===== src/decode_pkg.sv =====
`default_nettype none

package decode_pkg;

	////////////////////////////////////////
	// Widths and vector types
	////////////////////////////////////////
	localparam int LEN_WORD     = 32;
	localparam int LEN_REG_ADDR = 5;
	localparam int LEN_OPCODE   = 6;
	localparam int LEN_FUNCT    = 6;
	localparam int LEN_EXEC_BUS = 11;
	localparam int LEN_MEM_BUS  = 9;
	localparam int LEN_WB_BUS   = 2;
	localparam int LEN_ALU_CODE = 4;
	localparam int LEN_ALUOP    = 3;
	localparam int N_REGS       = 32; // Register 0 included

	typedef logic [LEN_WORD-1:0]     word_t;
	typedef logic [LEN_REG_ADDR-1:0] reg_addr_t;
	typedef logic [LEN_OPCODE-1:0]   opcode_t;
	typedef logic [LEN_FUNCT-1:0]    funct_t;
	typedef logic [LEN_EXEC_BUS-1:0] exec_bus_t;
	typedef logic [LEN_MEM_BUS-1:0]  mem_bus_t;
	typedef logic [LEN_WB_BUS-1:0]   wb_bus_t;
	typedef logic [LEN_ALU_CODE-1:0] alu_code_t;
	typedef logic [LEN_ALUOP-1:0]    aluop_t;

	////////////////////////////////////////
	// Control bus bit positions
	////////////////////////////////////////
	// ALU code sits in execute bus [3:0]
	localparam int EX_JAL_LINK = 10;
	localparam int EX_JAL_ONLY = 9;
	localparam int EX_REG_DST  = 8;
	localparam int EX_ALU_SRC1 = 7; // Shamt as first operand
	localparam int EX_ALU_SRC2 = 6; // Immediate as second operand
	localparam int EX_JUMP     = 5;
	localparam int EX_JUMP_REG = 4;

	localparam int MEM_BNE      = 8;
	localparam int MEM_SB       = 7;
	localparam int MEM_SH       = 6;
	localparam int MEM_LB       = 5;
	localparam int MEM_LH       = 4;
	localparam int MEM_UNSIGNED = 3;
	localparam int MEM_BRANCH   = 2;
	localparam int MEM_READ     = 1;
	localparam int MEM_WRITE    = 0;

	localparam int WB_REG_WRITE  = 1;
	localparam int WB_MEM_TO_REG = 0;

	////////////////////////////////////////
	// Opcodes
	////////////////////////////////////////
	localparam opcode_t OP_RTYPE = 6'b000000;
	localparam opcode_t OP_LB    = 6'b100000;
	localparam opcode_t OP_LH    = 6'b100001;
	localparam opcode_t OP_LW    = 6'b100011;
	localparam opcode_t OP_LBU   = 6'b100100;
	localparam opcode_t OP_LHU   = 6'b100101;
	localparam opcode_t OP_LWU   = 6'b100111;
	localparam opcode_t OP_SB    = 6'b101000;
	localparam opcode_t OP_SH    = 6'b101001;
	localparam opcode_t OP_SW    = 6'b101011;
	localparam opcode_t OP_ADDI  = 6'b001000;
	localparam opcode_t OP_ANDI  = 6'b001100;
	localparam opcode_t OP_ORI   = 6'b001101;
	localparam opcode_t OP_XORI  = 6'b001110;
	localparam opcode_t OP_LUI   = 6'b001111;
	localparam opcode_t OP_SLTI  = 6'b001010;
	localparam opcode_t OP_BEQ   = 6'b000100;
	localparam opcode_t OP_BNE   = 6'b000101;
	localparam opcode_t OP_J     = 6'b000010;
	localparam opcode_t OP_JAL   = 6'b000011;

	// R-type function field
	localparam funct_t F_SLL  = 6'b000000;
	localparam funct_t F_SRL  = 6'b000010;
	localparam funct_t F_SRA  = 6'b000011;
	localparam funct_t F_SLLV = 6'b000100;
	localparam funct_t F_SRLV = 6'b000110;
	localparam funct_t F_SRAV = 6'b000111;
	localparam funct_t F_JR   = 6'b001000;
	localparam funct_t F_JALR = 6'b001001;
	localparam funct_t F_ADD  = 6'b100000;
	localparam funct_t F_ADDU = 6'b100001;
	localparam funct_t F_SUB  = 6'b100010;
	localparam funct_t F_SUBU = 6'b100011;
	localparam funct_t F_AND  = 6'b100100;
	localparam funct_t F_OR   = 6'b100101;
	localparam funct_t F_XOR  = 6'b100110;
	localparam funct_t F_NOR  = 6'b100111;
	localparam funct_t F_SLT  = 6'b101010;

	////////////////////////////////////////
	// ALU classes and codes
	////////////////////////////////////////
	localparam aluop_t AOP_FUNCT = 3'd0; // Decode from funct
	localparam aluop_t AOP_ADD   = 3'd1;
	localparam aluop_t AOP_AND   = 3'd2;
	localparam aluop_t AOP_OR    = 3'd3;
	localparam aluop_t AOP_XOR   = 3'd4;
	localparam aluop_t AOP_SLT   = 3'd6;
	localparam aluop_t AOP_LUI   = 3'd7;

	localparam alu_code_t ALU_SLL  = 4'd0;
	localparam alu_code_t ALU_SRL  = 4'd1;
	localparam alu_code_t ALU_SRA  = 4'd2;
	localparam alu_code_t ALU_SLLV = 4'd3;
	localparam alu_code_t ALU_SRLV = 4'd4;
	localparam alu_code_t ALU_SRAV = 4'd5;
	localparam alu_code_t ALU_ADD  = 4'd6; // Also the fallback
	localparam alu_code_t ALU_SUB  = 4'd7;
	localparam alu_code_t ALU_AND  = 4'd8;
	localparam alu_code_t ALU_OR   = 4'd9;
	localparam alu_code_t ALU_XOR  = 4'd10;
	localparam alu_code_t ALU_NOR  = 4'd11;
	localparam alu_code_t ALU_SLT  = 4'd12;
	localparam alu_code_t ALU_LUI  = 4'd13;

endpackage

`default_nettype wire

===== src/instruction_decode.sv =====
`timescale 1ns/1ns
`default_nettype none

module instruction_decode (
	input  wire                         clk,
	input  wire                         rst_n,
	input  wire decode_pkg::word_t      instruction,
	input  wire decode_pkg::word_t      pc_plus4,
	input  wire                         stall,
	input  wire                         flush,
	input  wire                         wb_write,
	input  wire decode_pkg::reg_addr_t  wb_addr,
	input  wire decode_pkg::word_t      wb_data,
	output decode_pkg::exec_bus_t       ex_execute_bus,
	output decode_pkg::mem_bus_t        ex_memory_bus,
	output decode_pkg::wb_bus_t         ex_writeback_bus,
	output decode_pkg::word_t           ex_rs_data,
	output decode_pkg::word_t           ex_rt_data,
	output decode_pkg::word_t           ex_pc_plus4,
	output decode_pkg::word_t           ex_immediate,
	output decode_pkg::reg_addr_t       ex_rt,
	output decode_pkg::reg_addr_t       ex_rd,
	output decode_pkg::reg_addr_t       ex_shamt
);

	////////////////////////////////////////
	// Instruction fields
	////////////////////////////////////////
	wire decode_pkg::opcode_t   opcode = instruction[31:26];
	wire decode_pkg::reg_addr_t rs     = instruction[25:21];
	wire decode_pkg::reg_addr_t rt     = instruction[20:16];
	wire decode_pkg::reg_addr_t rd     = instruction[15:11];
	wire decode_pkg::reg_addr_t shamt  = instruction[10:6];
	wire decode_pkg::funct_t    funct  = instruction[5:0];
	wire [15:0]                 imm    = instruction[15:0];

	wire decode_pkg::exec_bus_t execute_bus;
	wire decode_pkg::mem_bus_t  memory_bus;
	wire decode_pkg::wb_bus_t   writeback_bus;
	wire decode_pkg::word_t     rs_data;
	wire decode_pkg::word_t     rt_data;

	control u_control (
		.opcode        (opcode),
		.funct         (funct),
		.execute_bus   (execute_bus),
		.memory_bus    (memory_bus),
		.writeback_bus (writeback_bus)
	);

	register_file u_register_file (
		.clk      (clk),
		.rst_n    (rst_n),
		.rs_addr  (rs),
		.rt_addr  (rt),
		.wb_write (wb_write),
		.wb_addr  (wb_addr),
		.wb_data  (wb_data),
		.rs_data  (rs_data),
		.rt_data  (rt_data)
	);

	// Everything toward execute goes through here
	id_ex_register u_id_ex_register (
		.clk              (clk),
		.rst_n            (rst_n),
		.stall            (stall),
		.flush            (flush),
		.execute_bus      (execute_bus),
		.memory_bus       (memory_bus),
		.writeback_bus    (writeback_bus),
		.rs_data          (rs_data),
		.rt_data          (rt_data),
		.pc_plus4         (pc_plus4),
		.rt               (rt),
		.rd               (rd),
		.shamt            (shamt),
		.imm              (imm),
		.ex_execute_bus   (ex_execute_bus),
		.ex_memory_bus    (ex_memory_bus),
		.ex_writeback_bus (ex_writeback_bus),
		.ex_rs_data       (ex_rs_data),
		.ex_rt_data       (ex_rt_data),
		.ex_pc_plus4      (ex_pc_plus4),
		.ex_immediate     (ex_immediate),
		.ex_rt            (ex_rt),
		.ex_rd            (ex_rd),
		.ex_shamt         (ex_shamt)
	);

endmodule

`default_nettype wire


===== src/id_ex_register.sv =====
`timescale 1ns/1ns
`default_nettype none

module id_ex_register (
	input  wire                         clk,
	input  wire                         rst_n,
	input  wire                         stall,
	input  wire                         flush,
	input  wire decode_pkg::exec_bus_t  execute_bus,
	input  wire decode_pkg::mem_bus_t   memory_bus,
	input  wire decode_pkg::wb_bus_t    writeback_bus,
	input  wire decode_pkg::word_t      rs_data,
	input  wire decode_pkg::word_t      rt_data,
	input  wire decode_pkg::word_t      pc_plus4,
	input  wire decode_pkg::reg_addr_t  rt,
	input  wire decode_pkg::reg_addr_t  rd,
	input  wire decode_pkg::reg_addr_t  shamt,
	input  wire [15:0]                  imm,
	output decode_pkg::exec_bus_t       ex_execute_bus,
	output decode_pkg::mem_bus_t        ex_memory_bus,
	output decode_pkg::wb_bus_t         ex_writeback_bus,
	output decode_pkg::word_t           ex_rs_data,
	output decode_pkg::word_t           ex_rt_data,
	output decode_pkg::word_t           ex_pc_plus4,
	output decode_pkg::word_t           ex_immediate,
	output decode_pkg::reg_addr_t       ex_rt,
	output decode_pkg::reg_addr_t       ex_rd,
	output decode_pkg::reg_addr_t       ex_shamt
);

	decode_pkg::word_t imm_ext;

	assign imm_ext = {{16{imm[15]}}, imm}; // Sign extend

	////////////////////////////////////////
	// Pipeline register
	////////////////////////////////////////
	// Flush beats stall
	always_ff @(posedge clk)
	begin
		if (!rst_n)
		begin
			ex_execute_bus   <= '0;
			ex_memory_bus    <= '0;
			ex_writeback_bus <= '0;
			ex_rs_data       <= '0;
			ex_rt_data       <= '0;
			ex_pc_plus4      <= '0;
			ex_immediate     <= '0;
			ex_rt            <= '0;
			ex_rd            <= '0;
			ex_shamt         <= '0;
		end
		else if (flush || !stall)
		begin
			// Bubble on flush
			ex_execute_bus   <= flush ? '0 : execute_bus;
			ex_memory_bus    <= flush ? '0 : memory_bus;
			ex_writeback_bus <= flush ? '0 : writeback_bus;
			ex_rs_data       <= rs_data;
			ex_rt_data       <= rt_data;
			ex_pc_plus4      <= pc_plus4;
			ex_immediate     <= imm_ext;
			ex_rt            <= rt;
			ex_rd            <= rd;
			ex_shamt         <= shamt;
		end
	end

endmodule

`default_nettype wire


===== src/register_file.sv =====
`timescale 1ns/1ns
`default_nettype none

module register_file (
	input  wire                         clk,
	input  wire                         rst_n,
	input  wire decode_pkg::reg_addr_t  rs_addr,
	input  wire decode_pkg::reg_addr_t  rt_addr,
	input  wire                         wb_write,
	input  wire decode_pkg::reg_addr_t  wb_addr,
	input  wire decode_pkg::word_t      wb_data,
	output decode_pkg::word_t           rs_data,
	output decode_pkg::word_t           rt_data
);

	// Register 0 has no storage
	decode_pkg::word_t regs [1:decode_pkg::N_REGS-1];

	////////////////////////////////////////
	// Write port
	////////////////////////////////////////
	always_ff @(posedge clk)
	begin
		if (!rst_n)
		begin
			for (int i = 1; i < decode_pkg::N_REGS; i++)
			begin
				regs[i] <= '0;
			end
		end
		else if (wb_write && (wb_addr != '0))
		begin
			regs[wb_addr] <= wb_data;
		end
	end

	////////////////////////////////////////
	// Read ports
	////////////////////////////////////////
	// Old value on a same-cycle write
	always_comb
	begin
		rs_data = '0;
		rt_data = '0;
		if (rs_addr != '0)
			rs_data = regs[rs_addr];
		if (rt_addr != '0)
			rt_data = regs[rt_addr];
	end

endmodule

`default_nettype wire


===== src/control.sv =====
`timescale 1ns/1ns
`default_nettype none

module control (
	input  wire decode_pkg::opcode_t   opcode,
	input  wire decode_pkg::funct_t    funct,
	output decode_pkg::exec_bus_t      execute_bus,
	output decode_pkg::mem_bus_t       memory_bus,
	output decode_pkg::wb_bus_t        writeback_bus
);

	decode_pkg::exec_bus_t exec_flags; // Low four bits stay zero
	decode_pkg::aluop_t    aluop;
	decode_pkg::alu_code_t alu_code;

	alu_control u_alu_control (
		.funct    (funct),
		.aluop    (aluop),
		.alu_code (alu_code)
	);

	// ALU code fills the low nibble
	assign execute_bus = exec_flags | decode_pkg::exec_bus_t'(alu_code);

	////////////////////////////////////////
	// Main decode
	////////////////////////////////////////
	always_comb
	begin
		exec_flags    = '0;
		memory_bus    = '0;
		writeback_bus = '0;
		aluop         = decode_pkg::AOP_FUNCT;

		case (opcode)
			decode_pkg::OP_RTYPE:
			begin
				case (funct)
					decode_pkg::F_SLL, decode_pkg::F_SRL, decode_pkg::F_SRA:
					begin // Shift by shamt
						exec_flags[decode_pkg::EX_REG_DST]      = 1'b1;
						exec_flags[decode_pkg::EX_ALU_SRC1]     = 1'b1;
						writeback_bus[decode_pkg::WB_REG_WRITE] = 1'b1;
					end
					decode_pkg::F_JR:
					begin
						exec_flags[decode_pkg::EX_JUMP_REG] = 1'b1; // No write back
					end
					decode_pkg::F_JALR:
					begin
						exec_flags[decode_pkg::EX_JAL_LINK]     = 1'b1;
						exec_flags[decode_pkg::EX_REG_DST]      = 1'b1;
						exec_flags[decode_pkg::EX_JUMP_REG]     = 1'b1;
						writeback_bus[decode_pkg::WB_REG_WRITE] = 1'b1;
					end
					default:
					begin
						exec_flags[decode_pkg::EX_REG_DST]      = 1'b1;
						writeback_bus[decode_pkg::WB_REG_WRITE] = 1'b1;
					end
				endcase
			end

			// Loads
			decode_pkg::OP_LB, decode_pkg::OP_LH, decode_pkg::OP_LW,
			decode_pkg::OP_LBU, decode_pkg::OP_LHU, decode_pkg::OP_LWU:
			begin
				exec_flags[decode_pkg::EX_ALU_SRC2] = 1'b1;
				aluop                               = decode_pkg::AOP_ADD;
				memory_bus[decode_pkg::MEM_READ]    = 1'b1;
				memory_bus[decode_pkg::MEM_LB]      = (opcode == decode_pkg::OP_LB) ||
					(opcode == decode_pkg::OP_LBU);
				memory_bus[decode_pkg::MEM_LH]      = (opcode == decode_pkg::OP_LH) ||
					(opcode == decode_pkg::OP_LHU);
				memory_bus[decode_pkg::MEM_UNSIGNED] = (opcode == decode_pkg::OP_LBU) ||
					(opcode == decode_pkg::OP_LHU);
				writeback_bus = {1'b1, 1'b1}; // Reg write from memory
			end

			// Stores
			decode_pkg::OP_SB, decode_pkg::OP_SH, decode_pkg::OP_SW:
			begin
				exec_flags[decode_pkg::EX_ALU_SRC2] = 1'b1;
				aluop                               = decode_pkg::AOP_ADD;
				memory_bus[decode_pkg::MEM_WRITE]   = 1'b1;
				memory_bus[decode_pkg::MEM_SB]      = (opcode == decode_pkg::OP_SB);
				memory_bus[decode_pkg::MEM_SH]      = (opcode == decode_pkg::OP_SH);
			end

			// Immediate ALU group
			decode_pkg::OP_ADDI, decode_pkg::OP_ANDI, decode_pkg::OP_ORI,
			decode_pkg::OP_XORI, decode_pkg::OP_LUI:
			begin
				exec_flags[decode_pkg::EX_ALU_SRC2]     = 1'b1;
				memory_bus[decode_pkg::MEM_BRANCH]      = 1'b1;
				writeback_bus[decode_pkg::WB_REG_WRITE] = 1'b1;
				case (opcode)
					decode_pkg::OP_ANDI: aluop = decode_pkg::AOP_AND;
					decode_pkg::OP_ORI:  aluop = decode_pkg::AOP_OR;
					decode_pkg::OP_XORI: aluop = decode_pkg::AOP_XOR;
					decode_pkg::OP_LUI:  aluop = decode_pkg::AOP_LUI;
					default:             aluop = decode_pkg::AOP_ADD;
				endcase
			end
			decode_pkg::OP_SLTI:
			begin
				exec_flags[decode_pkg::EX_ALU_SRC2]     = 1'b1;
				aluop                                   = decode_pkg::AOP_SLT;
				writeback_bus[decode_pkg::WB_REG_WRITE] = 1'b1;
			end

			// Branches compare through the ALU
			decode_pkg::OP_BEQ:
			begin
				aluop                              = decode_pkg::AOP_SLT;
				memory_bus[decode_pkg::MEM_BRANCH] = 1'b1;
			end
			decode_pkg::OP_BNE:
			begin
				aluop                              = decode_pkg::AOP_SLT;
				memory_bus[decode_pkg::MEM_BRANCH] = 1'b1;
				memory_bus[decode_pkg::MEM_BNE]    = 1'b1;
			end

			// Jumps
			decode_pkg::OP_J:
			begin
				exec_flags[decode_pkg::EX_JUMP]    = 1'b1;
				memory_bus[decode_pkg::MEM_BRANCH] = 1'b1;
			end
			decode_pkg::OP_JAL:
			begin
				exec_flags[decode_pkg::EX_JAL_LINK]     = 1'b1;
				exec_flags[decode_pkg::EX_JAL_ONLY]     = 1'b1; // Link into r31
				exec_flags[decode_pkg::EX_JUMP]         = 1'b1;
				aluop                                   = decode_pkg::AOP_ADD;
				writeback_bus[decode_pkg::WB_REG_WRITE] = 1'b1;
			end

			default:
			begin
				aluop = decode_pkg::AOP_FUNCT; // Unknown opcode gives a bubble
			end
		endcase
	end

endmodule

`default_nettype wire


===== src/alu_control.sv =====
`timescale 1ns/1ns
`default_nettype none

module alu_control (
	input  wire decode_pkg::funct_t    funct,
	input  wire decode_pkg::aluop_t    aluop,
	output decode_pkg::alu_code_t      alu_code
);

	decode_pkg::alu_code_t funct_code;

	// R-type operation from the function field
	always_comb
	begin
		case (funct)
			decode_pkg::F_SLL:  funct_code = decode_pkg::ALU_SLL;
			decode_pkg::F_SRL:  funct_code = decode_pkg::ALU_SRL;
			decode_pkg::F_SRA:  funct_code = decode_pkg::ALU_SRA;
			decode_pkg::F_SLLV: funct_code = decode_pkg::ALU_SLLV;
			decode_pkg::F_SRLV: funct_code = decode_pkg::ALU_SRLV;
			decode_pkg::F_SRAV: funct_code = decode_pkg::ALU_SRAV;
			decode_pkg::F_ADD,
			decode_pkg::F_ADDU: funct_code = decode_pkg::ALU_ADD;
			decode_pkg::F_SUB,
			decode_pkg::F_SUBU: funct_code = decode_pkg::ALU_SUB;
			decode_pkg::F_AND:  funct_code = decode_pkg::ALU_AND;
			decode_pkg::F_OR:   funct_code = decode_pkg::ALU_OR;
			decode_pkg::F_XOR:  funct_code = decode_pkg::ALU_XOR;
			decode_pkg::F_NOR:  funct_code = decode_pkg::ALU_NOR;
			decode_pkg::F_SLT:  funct_code = decode_pkg::ALU_SLT;
			default:            funct_code = decode_pkg::ALU_ADD; // JR, JALR and unknowns
		endcase
	end

	// Fixed classes bypass the funct table
	always_comb
	begin
		case (aluop)
			decode_pkg::AOP_FUNCT: alu_code = funct_code;
			decode_pkg::AOP_ADD:   alu_code = decode_pkg::ALU_ADD;
			decode_pkg::AOP_AND:   alu_code = decode_pkg::ALU_AND;
			decode_pkg::AOP_OR:    alu_code = decode_pkg::ALU_OR;
			decode_pkg::AOP_XOR:   alu_code = decode_pkg::ALU_XOR;
			decode_pkg::AOP_SLT:   alu_code = decode_pkg::ALU_SLT;
			decode_pkg::AOP_LUI:   alu_code = decode_pkg::ALU_LUI;
			default:               alu_code = decode_pkg::ALU_ADD;
		endcase
	end

endmodule

`default_nettype wire


===== config.mk =====
export PLATFORM = sky130hd
export DESIGN_NAME = instruction_decode
export DESIGN_NICKNAME = d
export VERILOG_FILES = /design/src/decode_pkg.sv /design/src/instruction_decode.sv /design/src/id_ex_register.sv /design/src/register_file.sv /design/src/control.sv /design/src/alu_control.sv
export SDC_FILE = /design/constraint.sdc
export NUM_CORES = 2
export LEC_CHECK = 0
export BUFFER_PORTS_ARGS = -buffer_cell sky130_fd_sc_hd__buf_4
export CAP_MARGIN = 20
export CORE_MARGIN = 2
export CORE_UTILIZATION = 50
export DETAILED_ROUTE_END_ITERATION = 16
export PLACE_DENSITY = 0.63
export SETUP_SLACK_MARGIN = 0.15
export SLEW_MARGIN = 40
export SYNTH_ARGS = -nofsm -noshare
export SYNTH_HDL_FRONTEND = slang
export SYNTH_HIERARCHICAL = 1
export SYNTH_SLANG_ARGS = --single-unit

===== constraint.sdc =====
create_clock -name clk -period 9.6 [get_ports clk]
set_clock_uncertainty 0.2 [all_clocks]
set_input_delay 1.92 -clock clk [delete_from_list [all_inputs] [get_ports clk]]
set_output_delay 1.92 -clock clk [all_outputs]
set_load 0.01 [all_outputs]

==> key figures <==
STA
  – Slew @ Worst Pin: 0.954 ns
  – Final Hold Violating Endpoints: 0
  – Fin Setup TNS: 0 ns
  – Setup ws final: 4.61 ns
  – Period minus WS final: 4.99 ns
  – Final setup viols: 0
  – RSZ-0062 raised after global routing: false
  – Count of pins over their slew limit: 0
  – Achievable Freq: 200 MHz
  – Headroom to the max-slew limit: 0.363
  – Final Cycle Share: 0.520

Floorplan
  – Total core area: 120,000 um2
  – Top Ports: 271
  – Chip width: 352 um
  – Die Area: 124,000 um2
  – Initial Util: 0.505
  – FP Rows: 127
  – Die height: 352 um

Synthesis
  – EDFF count, synth: 1,024
  – Yosys top cell by area: edfxtp_1
  – Largest family of logic cells by synthesized area: multiplexers
  – Top post-synthesis cells by area: edfxtp_1, mux4_2, and2_1
  – Synth Area in Simple Gates: 0.138
  – Ys async rst share: 0
  – Post-Synthesis Cells: 4,231
  – Synth Area in XOR/XNOR: 0
  – Post-synth top area share: 0.507
  – Synthesized area per cell: 14.3 um2
  – Adder-Cell Fraction of Synth Area: 0.000206
  – Post-synthesis cell type count: 59
  – Flops & latches, synth: 1,173
  – Top FF cell, synth: edfxtp_1
  – Post-synthesis compound-gate area fraction: 0.0386
  – Yosys warns: 6
  – Mux cell area share after synthesis: 0.230
  – Post-Synthesis Cell Area: 60,700 um2
  – Sequential area share after synthesis: 0.556

Routing
  – Antenna-violating nets left: 0
  – DR DRC count: 0
  – Total number of vias: 39,100
  – Wirelength per Cell: 32.9 um
  – Routed WL: 199,000 um
  – Via density: 6.46
  – DR pass1 iterations: 7
  – Initial DRC count: 5,225

Worst setup path
  – Worst Path Required: 10.02 ns
  – Setup crit end kind: flop
  – Worst Setup EP: u_id_ex_register/ex_rs_data[31]
  – Crit Path Max Fanout: 85
  – CP cell instances: buf_6 -> buf_12 -> or3b_2 -> buf_4 -> o22ai_1 -> a2111oi_1 -> nor3_1 -> nand2_1 -> mux2i_1
  – R2r endpoint: u_id_ex_register/ex_rs_data[31]
  – CP Launch Type: input pin
  – R2r startpoint: u_register_file/regs[10][31]
  – Crit path kind: input pin to flop
  – Worst path max stage delay: 0.90 ns
  – Crit. Startpoint: instruction[23]
  – R2R cell count: 6
  – Worst path depth: 9
  – CP max-delay cell: a2111oi_1
  – Crit path buf inv count: 3
  – Worst path top cell family by delay: buffers and inverters
  – FF-to-FF setup slack: 6.90 ns
  – Crit path DAT: 5.41 ns

CTS
  – TritonCTS clock tree: done
  – Root buf cell: clkbuf_16
  – Clk_lat worst skew: 0.76 ns
  – CTS Buffer Depth: 3
  – H-Tree Depth: 4
  – CTS Hold Bufs: 0
  – Number of setup buffers added after CTS: 0
  – Cts repair resizes: 0
  – Inserted Clock Buffers: 131
  – CTS sink count: 1,173
  – Clk pin slew, worst setup/hold paths: 0.06 ns

Cells and area
  – Commonest non-fill, non-tap cell in the layout: edfxtp_1
  – Layout Nets: 4,438
  – Layout cells sized above 1: 0.263
  – Layout fillers: 9,552
  – Multi-input gate area: 25,400 um2
  – Most frequent cells in the layout: edfxtp_1, and2_1, mux4_2, buf_4, mux2i_1
  – Register area: 33,700 um2
  – Layout Cells excl Fill: 6,049
  – Final core occ: 0.571
  – Area grow syn2layout: 13.0%

Pwr
  – Pwr Density: 181 nW/um2
  – Sequential power share: 0.486
  – Clk pwr share: 0.394
  – Leakage: 0.0243 uW
  – Gate power share: 0.120
  – P_int: 9310 uW
  – Switch Pwr: 3090 uW
  – Switch share: 0.249
  – Worst IR Drop VDD: 0.209 mV

Run
  – Max_cap viols: 0

Placement
  – DP HPWL: 116,000 um
  – Routability congestion estimate: 0.881
  – Placed insts: 5,802
  – PortBufs: 270
  – Placement Setup Slack: 4.03 ns

GRT
  – Vias in the first global route: 39,300
  – Tot GR Track Use: 0.318
  – Pin count of the biggest net entering global routing: 145
  – Grt total ovfl: 0
  – Global-route wire length before repair: 284,000 um
  – Initial antenna violation count: 14

Run status
  – Status: finished, final reports clean

Hold path
  – Worst Hold Class: flop to flop
==> cell type report <==
| cell class | instances | share of cell area |
|---|---|---|
| diodes | 4 | 0.000146 |
| well taps | 1612 | 0.0294 |
| clock inverters | 44 | 0.00396 |
| repair buffers | 392 | 0.0483 |
| inverters | 9 | 0.000492 |
| clock buffers | 191 | 0.0561 |
| flip-flops and latches | 1173 | 0.492 |
| multi-input cells | 2624 | 0.370 |
==> worst min-delay path, stage by stage, from the launching register on <==
cell	delay, ns
dfxtp_1	0.30
nand2_1	0.05
mux2i_1	0.05
==> per-stage QoR <==
step                      hold WS [ns]  power [uW]  area [um2]
after floorplan                  0.282        6970       60800
after global routing             0.277       12700       68600
after global placement           0.246        7560       64100
final                            0.256       12400       68600
after CTS                        0.260       12400       68400
after detailed placement         0.253        7580       64300
==> cells by family after synthesis <==
group / after synthesis
and+or+nand+nor: 1469
DFF: 1173
muxes: 805
buffers and inverters: 465
AOI/OAI and AO/OA: 317
adders and majority gates: 1
other: 1
==> worst min-delay path by stage <==
stage | start | to | slack (ns) | depth (start not counted)
2_1_floorplan | u_id_ex_register/ex_immediate[0] | u_id_ex_register/ex_immediate[0] | 0.28 | 2
3_3_place_gp | u_id_ex_register/ex_pc_plus4[8] | u_id_ex_register/ex_pc_plus4[8] | 0.25 | 2
3_5_place_dp | u_id_ex_register/ex_pc_plus4[3] | u_id_ex_register/ex_pc_plus4[3] | 0.25 | 2
4_1_cts | u_id_ex_register/ex_pc_plus4[3] | u_id_ex_register/ex_pc_plus4[3] | 0.26 | 2
5_1_grt | u_id_ex_register/ex_pc_plus4[26] | u_id_ex_register/ex_pc_plus4[26] | 0.28 | 2
6_report | u_id_ex_register/ex_pc_plus4[3] | u_id_ex_register/ex_pc_plus4[3] | 0.26 | 2
==> cell usage after synthesis (3+ instances only) <==
| master | n |
|---|---|
| inv_1 | 9 |
| a31oi_1 | 4 |
| nand3b_1 | 7 |
| o21ai_0 | 35 |
| buf_4 | 68 |
| a21oi_1 | 17 |
| a2111oi_1 | 21 |
| nand2b_1 | 12 |
| dfxtp_1 | 149 |
| a22oi_1 | 18 |
| a22o_1 | 51 |
| a2111oi_0 | 9 |
| nand2_1 | 266 |
| o221ai_1 | 28 |
| buf_1 | 9 |
| buf_2 | 60 |
| a32o_1 | 5 |
| mux2_2 | 30 |
| or3b_2 | 4 |
| or3_1 | 5 |
| a221oi_1 | 3 |
| o211ai_1 | 3 |
| edfxtp_1 | 1024 |
| o22ai_1 | 79 |
| mux4_2 | 471 |
| nor2_1 | 64 |
| and2_1 | 998 |
| a211oi_1 | 34 |
| nand3_1 | 8 |
| clkbuf_1 | 294 |
| nor3_1 | 59 |
| and3_1 | 3 |
| buf_6 | 23 |
| nor4_1 | 9 |
| mux2i_1 | 304 |
| nor2b_1 | 16 |
==> sequential cells by signal, indices dropped and copies added, names as in the netlist <==
register,cells
u_register_file/regs,1024
u_id_ex_register/ex_pc_plus4,32
u_id_ex_register/ex_rs_data,32
u_id_ex_register/ex_rt_data,32
u_id_ex_register/ex_immediate,16
u_id_ex_register/ex_execute_bus,11
u_id_ex_register/ex_memory_bus,9
u_id_ex_register/ex_rd,5
u_id_ex_register/ex_rt,5
u_id_ex_register/ex_shamt,5
u_id_ex_register/ex_writeback_bus,2
==> per-layer routing <==
layer  GRT usage  wire length (um)  vias to the layer above
li1            -                 -                    16200
met1       0.427             77000                    20000
met2       0.503             92800                     2457
met3      0.0708             20400                      432
met4       0.134              8710                       14
met5           0                85                        -
==> power groups by stage <==
stage,logic [uW],registers (uW),clock network [uW]
2_1_floorplan,901,6070,0
3_3_place_gp,1450,6110,0
3_5_place_dp,1460,6120,0
4_1_cts,1470,6020,4940
5_1_grt,1540,6050,5140
6_report,1480,6030,4880
Note: power is estimated with default switching activity, not from simulation.
